**src/hw/btb_cfg.svh**
```systemverilog
`ifndef BTB_CFG_SVH
`define BTB_CFG_SVH

// log2 of the number of buffer entries
`define BTB_INDEX_BITS 4

// number of buffer entries
`define BTB_ENTRIES (1 << `BTB_INDEX_BITS)

// counter state loaded on install, weakly not taken
`define BTB_CTR_INIT 2'b01

`endif

```
**src/hw/rv32i_types_pkg.sv**
```systemverilog
`default_nettype none

// shared word and counter types for the rv32i fetch side predictors
package rv32i_types_pkg;

  // instruction address, tag or branch target
  typedef logic [31:0] rv32i_word;

  // two-bit saturating branch history counter
  // the upper bit gives the taken prediction
  typedef enum logic [1:0] {
    bht_strong_nt = 2'b00, // strongly not taken
    bht_weak_nt   = 2'b01, // weakly not taken
    bht_weak_t    = 2'b10, // weakly taken
    bht_strong_t  = 2'b11  // strongly taken
  } bht_state;

endpackage

`default_nettype wire

```
**src/hw/btb_alloc.sv**
```systemverilog
`default_nettype none
`timescale 1ns/1ps

`include "btb_cfg.svh"

// picks the entry that a replace writes
// an entry already holding the tag wins over the round-robin pointer
module btb_alloc (
  input  logic                    clk,
  input  logic                    rst,
  input  logic                    replace,   // install request from mem stage
  input  logic [`BTB_ENTRIES-1:0] mem_match, // valid entries whose tag equals mem_pc
  output logic [`BTB_ENTRIES-1:0] entry_write
);

  logic [`BTB_INDEX_BITS-1:0] ptr;        // next victim in round-robin order
  logic [`BTB_ENTRIES-1:0]    ptr_onehot;
  logic                       any_match;

  assign any_match = |mem_match; // at most one bit, tags are never duplicated

  // decode the pointer into a one-hot entry select
  always_comb begin
    ptr_onehot      = '0;
    ptr_onehot[ptr] = 1'b1;
  end

  // reinstalling a known tag rewrites that entry in place
  always_comb begin
    if (!replace) begin
      entry_write = '0;
    end else if (any_match) begin
      entry_write = mem_match;
    end else begin
      entry_write = ptr_onehot;
    end
  end

  // pointer moves only when a fresh entry was consumed
  // entry count is a power of two, so the add wraps by itself
  always_ff @(posedge clk) begin
    if (rst) begin
      ptr <= '0;
    end else if (replace && !any_match) begin
      ptr <= ptr + `BTB_INDEX_BITS'(1);
    end
  end

endmodule

`default_nettype wire

```
**src/hw/btb_bht.sv**
```systemverilog
`default_nettype none
`timescale 1ns/1ps

`include "btb_cfg.svh"

// branch target buffer with per-entry two-bit history counters
// fetch looks up combinationally, the mem stage installs and trains
module btb_bht (
  input  logic                       clk,
  input  logic                       rst,
  input  rv32i_types_pkg::rv32i_word if_pc,         // fetch pc for lookup
  input  rv32i_types_pkg::rv32i_word mem_pc,        // pc of the branch in mem
  input  rv32i_types_pkg::rv32i_word target_in,     // resolved target to install
  input  logic                       replace,       // install mem_pc and target_in
  input  logic                       branch_result, // resolved outcome, 1 = taken
  input  logic                       update,        // train the counter for mem_pc
  output logic                       hit,
  output rv32i_types_pkg::rv32i_word target_out,
  output logic                       prediction
);

  import rv32i_types_pkg::*;

  logic [`BTB_ENTRIES-1:0] entry_write;
  logic [`BTB_ENTRIES-1:0] mem_match;
  logic [`BTB_ENTRIES-1:0] if_match;
  logic [`BTB_ENTRIES-1:0] entry_taken;
  rv32i_word               entry_target [`BTB_ENTRIES];

  btb_alloc alloc0 (
    .clk         (clk),
    .rst         (rst),
    .replace     (replace),
    .mem_match   (mem_match),
    .entry_write (entry_write)
  );

  // storage, one entry per slot, mem side inputs shared by all
  for (genvar i = 0; i < `BTB_ENTRIES; i++) begin : gen_entry
    btb_entry entry (
      .clk           (clk),
      .rst           (rst),
      .write         (entry_write[i]),
      .update        (update),
      .branch_result (branch_result),
      .if_pc         (if_pc),
      .mem_pc        (mem_pc),
      .target_in     (target_in),
      .if_match      (if_match[i]),
      .mem_match     (mem_match[i]),
      .taken         (entry_taken[i]),
      .target        (entry_target[i])
    );
  end

  btb_select select0 (
    .if_match     (if_match),
    .entry_taken  (entry_taken),
    .entry_target (entry_target),
    .hit          (hit),
    .prediction   (prediction),
    .target_out   (target_out)
  );

endmodule

`default_nettype wire

```
**src/hw/btb_entry.sv**
```systemverilog
`default_nettype none
`timescale 1ns/1ps

`include "btb_cfg.svh"

// a single fully associative buffer entry
// holds one tag, its target and a two-bit history counter
module btb_entry (
  input  logic                       clk,
  input  logic                       rst,
  input  logic                       write,         // install strobe from the allocator
  input  logic                       update,        // counter training strobe, broadcast
  input  logic                       branch_result, // actual outcome, 1 = taken
  input  rv32i_types_pkg::rv32i_word if_pc,
  input  rv32i_types_pkg::rv32i_word mem_pc,
  input  rv32i_types_pkg::rv32i_word target_in,
  output logic                       if_match,
  output logic                       mem_match,
  output logic                       taken,
  output rv32i_types_pkg::rv32i_word target
);

  import rv32i_types_pkg::*;

  rv32i_word tag;
  logic      valid;
  bht_state  ctr;
  bht_state  ctr_next;

  // tag compares for the fetch lookup and the mem stage write side
  assign if_match  = valid && (tag == if_pc);
  assign mem_match = valid && (tag == mem_pc);

  assign taken = ctr[1]; // upper counter bit is the prediction

  // saturating step toward the observed outcome
  always_comb begin
    ctr_next = ctr;
    if (branch_result) begin
      if (ctr != bht_strong_t) begin
        ctr_next = bht_state'(ctr + 2'd1);
      end
    end else begin
      if (ctr != bht_strong_nt) begin
        ctr_next = bht_state'(ctr - 2'd1);
      end
    end
  end

  // valid and counter, an install takes priority over training
  always_ff @(posedge clk) begin
    if (rst) begin
      valid <= 1'b0;
      ctr   <= bht_state'(`BTB_CTR_INIT);
    end else if (write) begin
      valid <= 1'b1;
      ctr   <= bht_state'(`BTB_CTR_INIT); // fresh or refreshed entry starts weakly not taken
    end else if (update && mem_match) begin
      ctr <= ctr_next;
    end
  end

  // tag and target payload
  always_ff @(posedge clk) begin
    if (write) begin
      tag    <= mem_pc;
      target <= target_in;
    end
  end

endmodule

`default_nettype wire

```
**src/hw/btb_select.sv**
```systemverilog
`default_nettype none
`timescale 1ns/1ps

`include "btb_cfg.svh"

// folds the per-entry results into the fetch outputs
// relies on at most one entry matching the fetch pc
module btb_select (
  input  logic [`BTB_ENTRIES-1:0]    if_match,
  input  logic [`BTB_ENTRIES-1:0]    entry_taken,
  input  rv32i_types_pkg::rv32i_word entry_target [`BTB_ENTRIES],
  output logic                       hit,
  output logic                       prediction,
  output rv32i_types_pkg::rv32i_word target_out
);

  localparam int WORD_BITS = $bits(target_out);

  assign hit = |if_match;

  // a miss leaves prediction low
  assign prediction = |(if_match & entry_taken);

  // masked or of all targets, zero on a miss
  always_comb begin
    target_out = '0;
    for (int i = 0; i < `BTB_ENTRIES; i++) begin
      target_out = target_out | (entry_target[i] & {WORD_BITS{if_match[i]}});
    end
  end

endmodule

`default_nettype wire

```
**config.mk**
```make
export PLATFORM = sky130hd
export DESIGN_NAME = btb_bht
export DESIGN_NICKNAME = d
export VERILOG_FILES = /design/src/hw/rv32i_types_pkg.sv /design/src/hw/btb_alloc.sv /design/src/hw/btb_bht.sv /design/src/hw/btb_entry.sv /design/src/hw/btb_select.sv
export VERILOG_INCLUDE_DIRS = /design/src /design/src/hw
export SDC_FILE = /design/constraint.sdc
export NUM_CORES = 2
export LEC_CHECK = 0
export BUFFER_PORTS_ARGS = -buffer_cell sky130_fd_sc_hd__buf_2
export CORE_MARGIN = 3
export CORE_UTILIZATION = 35
export CTS_BUF_LIST = sky130_fd_sc_hd__clkbuf_8
export CTS_CLUSTER_SIZE = 28
export DETAILED_ROUTE_END_ITERATION = 8
export GPL_TIMING_DRIVEN = 1
export PLACE_DENSITY = 0.52
export SYNTH_ARGS = -nofsm -noshare
export SYNTH_HDL_FRONTEND = slang
export SYNTH_SLANG_ARGS = --single-unit
```
**constraint.sdc**
```tcl
create_clock -name clk -period 8.3 [get_ports clk]
set_input_delay 0 -clock clk [delete_from_list [all_inputs] [get_ports clk]]
set_output_delay 0 -clock clk [all_outputs]
set_load 0.01 [all_outputs]
```
Yosys cells after proc, flatten, opt, wreduce, memory -nomap -nowiden. Cells that the tools add are included.

Equal/unequal tests: 64. Add/subtract/negate cells: 33. $lt $le $gt $ge: 2. Multiplexer cells: 52. Bitwise logic cells: 32. Reductions and logical operators: 118.

Operator list (count): $eq A32 B32 Y1 (32); $and A32 B32 Y32 (16); $or A32 B32 Y32 (15); $mux W2 (48); $reduce_bool A2 Y1 (32); $logic_and A1 B1 Y1 (50); $reduce_and A3 Y1 (16); $reduce_or A16 Y1 (3); $add A2 B1 Y2 const B (16); $mux W16 (2); $ne A2 B1 Y1 const B (16); $ne A2 B2 Y1 const B (16); $reduce_or A2 Y1 (16); $sub A2 B1 Y2 const B (16); $and A16 B16 Y16 (1); $lt A4 B5 Y1 const B (1); $add A4 B1 Y4 const B (1); $demux W1 S4 (1); $ge A4 B1 Y1 const B (1); $logic_not A1 Y1 (1); $mux W1 (1).

Word-level logic and storage cells: 366. Output and inout bits: 34. Register bits after elaboration: 1076.

Logic depth before layout (Yosys ltp).
Depth after elaboration: 18. Depth in mapped cells: 13. Depth with buffers taken out: 8.

By module. From an unflattened synthesis, not the netlist that was laid out.

Cells, all modules: 3181. Area total of the unflattened synthesis: 47996.0 µm².

By module, submodules not included: btb_entry (cells an instance 171, area each 2777.7 µm², sequential area each 1981.9 µm², instances 16); btb_select (cells an instance 366, area each 3042.9 µm², sequential area each 0.0 µm², instances 1); btb_alloc (cells an instance 79, area each 510.5 µm², sequential area each 80.1 µm², instances 1).

Worst setup path before layout. No wires, ideal clock.

Path kind: register to register. Start point: reg gen_entry[6].entry.tag[5]. End point: reg gen_entry[15].entry.tag[0] (enable). Stages on the path, launching flop included: 10. Slack: 1527 ps. Path buffers: 1. Data required time: 7726 ps. Library setup time: 574 ps. Arrival time: 6199 ps. Cells stage by stage: edfxtp_1 xnor2_1 nor4b_1 nand4_1 or4_1 nand4_2 nor4_4 nand2_2 buf_4 o21ai_0.

Word-level cells in the longest chain between the ends: 5.

RTL lines: start: declaration (line btb_entry.sv:25) `rv32i_word tag;`; start signal: assignment (line btb_entry.sv:66) `tag <= mem_pc;`; $eq A32 B32 Y1 (line btb_entry.sv:32) `assign mem_match = valid && (tag == mem_pc);`; $logic_and A1 B1 Y1 (line btb_entry.sv:32); $reduce_or A16 Y1 (line btb_alloc.sv:20) `assign any_match = |mem_match;`; $mux W16 (line btb_alloc.sv:32) `end else if (any_match) begin`; $mux W16 (line btb_alloc.sv:30) `if (!replace) begin`; net gen_entry[15].entry.write (line btb_entry.sv:11) `input logic write,`; end signal: assignment (line btb_entry.sv:66); end: declaration (line btb_entry.sv:25).

The timed path passes the listed nets, and every way through them passes these cells. A chain may end at the register's enable or synchronous reset.

Final worst setup path.
Start point: reg gen_entry[5].entry.tag[6]. End point: reg gen_entry[15].entry.target[27] (enable).

Word-level cells in the longest chain between the ends: 5.

RTL lines: start: declaration (line btb_entry.sv:25); start signal: assignment (line btb_entry.sv:66); $eq A32 B32 Y1 (line btb_entry.sv:32); $logic_and A1 B1 Y1 (line btb_entry.sv:32); $reduce_or A16 Y1 (line btb_alloc.sv:20); $mux W16 (line btb_alloc.sv:32); $mux W16 (line btb_alloc.sv:30); net gen_entry[15].entry.write (line btb_entry.sv:11); end signal: assignment (line btb_entry.sv:67) `target <= target_in;`; end: declaration (line btb_entry.sv:20) `output rv32i_types_pkg::rv32i_word target`.

The timed path passes the listed nets, and every way through them passes these cells.

==> flow_metrics.tcl <==
set metrics [dict create \
    status "finished clean" \
    grt_setup_unrepaired "no" \
    synth_top_area_share_pct 61.96 \
    wl_um 186100 \
    synth_seq_cells 1076 \
    max_cap_violations 0 \
    final.setup.tns_ns 0 \
    worstSetupPathType "reg2reg" \
    crit_path_start_kind "flip-flop" \
    post-route-util_pct 40.77 \
    fin_crit_ns 5.200 \
    io_pins 135 \
    p_leak_uw 0.01833 \
    cts_tree "yes" \
    cp.required_ns 8.89 \
    drive_gt1_share_pct 14.00 \
    postSynthAreaPerCell_um2 14.48 \
    synth_edf_count 1024 \
    fin_ws_ns 3.100 \
    drc 0 \
    worstPathArrival_ns 5.79 \
    post_drt_wl_per_cell_um 32.17 \
    yosys-top-cells-area "edfxtp_1 (62%), xnor2_1 (11%), xor2_1 (6.5%), nand4_1 (2.9%), a22o_1 (2.4%)" \
    end_kind "flip-flop" \
    num_rows 137 \
    max_freq_ghz 0.1923 \
    grt_usage_pct 25.09 \
    cts_root_buf "clkbuf_8" \
    synthCells 3428 \
    synth_nets 3533 \
    fin_skew_ns 0.05845 \
    clk_latency_ns 0.97 \
    routabilityCongestion 0.8934 \
    power_density_nw_per_um2 200.1 \
    num_vias 32830 \
    io_buffers 134 \
    area_growth_pct 15.20 \
    die_x_um 382.5 \
    irDropWorstVdd_mv 0.1364 \
    die_y_um 382.5 \
    setup_viol 0 \
    hpwl_um 108600 \
    worst_pin_slew_ns 1.234 \
    gr-total-overflow 0 \
    grt_max_degree 50 \
    initial_utilization_pct 35.39 \
    vias_per_cell 5.674 \
    netlist_area_um2 49630 \
    finalInstanceArea_um2 57170 \
    ys.flop_type "edfxtp_1" \
    fin_crit_sh_pct 62.65 \
    grt_pass1_wl_um 257900 \
    place_ws_ns 2.890 \
    placed_area_um2 52750 \
    cts_setup_buffers 0 \
    finish.net_count 3879 \
    cts_buffers 182 \
    ys_seq_area_share_pct 64.06 \
    slew_headroom_pct 17.45 \
    yosysTopAreaCell "edfxtp_1" \
    hold_viol_final 0 \
    clkSinkCount 1076 \
    ys_warn_count 0 \
    htreeDepth 4 \
    ys_types 70 \
    grt_pass1_vias 32630 \
    worst-path-max-fanout 33 \
    ant_nets 0 \
    slew_viol_final 0 \
    hp-class "in2reg" \
    synthArstFlopShare_pct 0 \
    cts.clk_slew.worst_paths_ns 0.06 \
    drtIter0Drc 3548 \
    dr.pass1.iters 5 \
    cts_buffer_depth 3 \
    die_area_um2 146300 \
    grt_antenna_before_repair 4 \
    coreArea_um2 140200 \
]
==> metal layers <==
layer / share of wire, % / global-route usage, %
met5: 0.0070 / 0
met1: 44 / 35.48
met4: 2.8 / 7.202
met3: 7.6 / 4.385
met2: 46 / 39.60
==> metrics by stage <==
| stage | power [uW] | std cells | hold slack, ns |
|---|---|---|---|
| after detailed placement | 6949 | 5360 | 0.3885 |
| after global routing | 11800 | 5784 | 0.05160 |
| after global placement | 6954 | 5360 | 0.3834 |
| after CTS | 11510 | 5783 | 0.01200 |
| final | 11440 | 5786 | 0.1052 |
| after floorplan | 6577 | 3428 | 0.09887 |
==> cell usage in the layout (no fill, tap or decap), types with 39 or more instances in the layout <==
| cell type | synthesis | final |
|---|---|---|
| nand2_1 | 70 | 69 |
| xnor2_1 | 649 | 649 |
| nand4_1 | 234 | 234 |
| buf_2 | 113 | 134 |
| clkbuf_8 | 0 | 185 |
| o21ai_0 | 42 | 39 |
| a22o_1 | 137 | 137 |
| dlygate4sd3_1 | 0 | 106 |
| a221oi_1 | 132 | 132 |
| edfxtp_1 | 1024 | 1024 |
| buf_4 | 30 | 120 |
| nand3_1 | 50 | 50 |
| xor2_1 | 367 | 367 |
| inv_1 | 31 | 88 |
| nor4_1 | 140 | 139 |
| dfxtp_1 | 52 | 52 |
| nor2_1 | 55 | 55 |
==> sequential cells by signal, indices dropped and copies added (netlist names) <==
register,cells
gen_entry.entry.tag,512
gen_entry.entry.target,512
gen_entry.entry.ctr,32
gen_entry.entry.valid,16
alloc0.ptr,4
==> worst max-delay path: stages, from the launching register on <==
cell and delay (ns):
edfxtp_1 0.48, xor2_1 0.48, nor4_1 0.09, nand4_1 0.11, nor4_1 0.09, nor4_1 0.67
and3b_1 0.64, nand2_2 0.40, buf_4 0.42, o21ai_4 1.01, buf_12 0.36
==> Yosys cell counts, types with 6 or more instances <==
| cell type | count |
|---|---|
| and3_1 | 6 |
| nand2_1 | 70 |
| mux2_2 | 8 |
| a22o_1 | 137 |
| dfxtp_1 | 52 |
| a31oi_1 | 11 |
| nand4b_1 | 6 |
| inv_1 | 31 |
| mux2i_1 | 6 |
| or4_1 | 11 |
| nor4_1 | 140 |
| clkbuf_1 | 35 |
| a221oi_1 | 132 |
| buf_4 | 30 |
| buf_6 | 22 |
| nor2_1 | 55 |
| o21a_1 | 9 |
| o21ai_0 | 42 |
| xor2_1 | 367 |
| nand3_1 | 50 |
| nor3_1 | 28 |
| o21bai_1 | 9 |
| nand2b_1 | 6 |
| nor4_2 | 18 |
| edfxtp_1 | 1024 |
| a21oi_1 | 22 |
| buf_2 | 113 |
| o211ai_1 | 15 |
| xnor2_1 | 649 |
| nand4_1 | 234 |
==> final timing paths <==
kind                                   from                              to  slack, ns  cells past startpoint
hold reg to reg   gen_entry[3].entry.ctr[0]       gen_entry[3].entry.ctr[0]       0.52                      2
setup reg to reg  gen_entry[5].entry.tag[6]  gen_entry[15].entry.target[27]       3.10                     10
hold / removal                   mem_pc[10]      gen_entry[5].entry.tag[10]       0.11                      2
setup / recovery  gen_entry[5].entry.tag[6]  gen_entry[15].entry.target[27]       3.10                     10
==> logic make-up (layout without fill, tap and decap cells) <==
logic type / Yosys count / after routing / synth area share (%)
flops: 1076 / 1076 / 64.06
other cells: 0 / 3 / 0
xor+xnor: 1019 / 1019 / 18.08
mux: 15 / 15 / 0.3328
compound gates: 420 / 420 / 6.739
buf+inv: 235 / 714 / 2.703
fa+ha+maj: 4 / 4 / 0.1009
simple gates: 659 / 659 / 7.987
==> report_power, final <==
part	total, uW	internal (uW)	leakage (uW)	switching [uW]
clock	4540	2230	0.00192	2310
sequential	6030	6000	0.00967	27.6
combinational	873	264	0.00673	609
==> cell type report <==
class	count	area (um2)
well taps	1876	2347
fillers	13160	83050
flip-flops and latches	1076	31790
inverters	31	116.4
multi-input cells	2117	16810
clock inverters	132	799.5
clock buffers	185	2546
diodes	3	7.507
repair buffers	366	2753
==> timing repair <==
action,4_1_cts,5_1_grt
hold buffers,106,0
resized for setup,0,0
endpoints found under the hold margin,1210,0
Power figures use the tool's default switching activity.
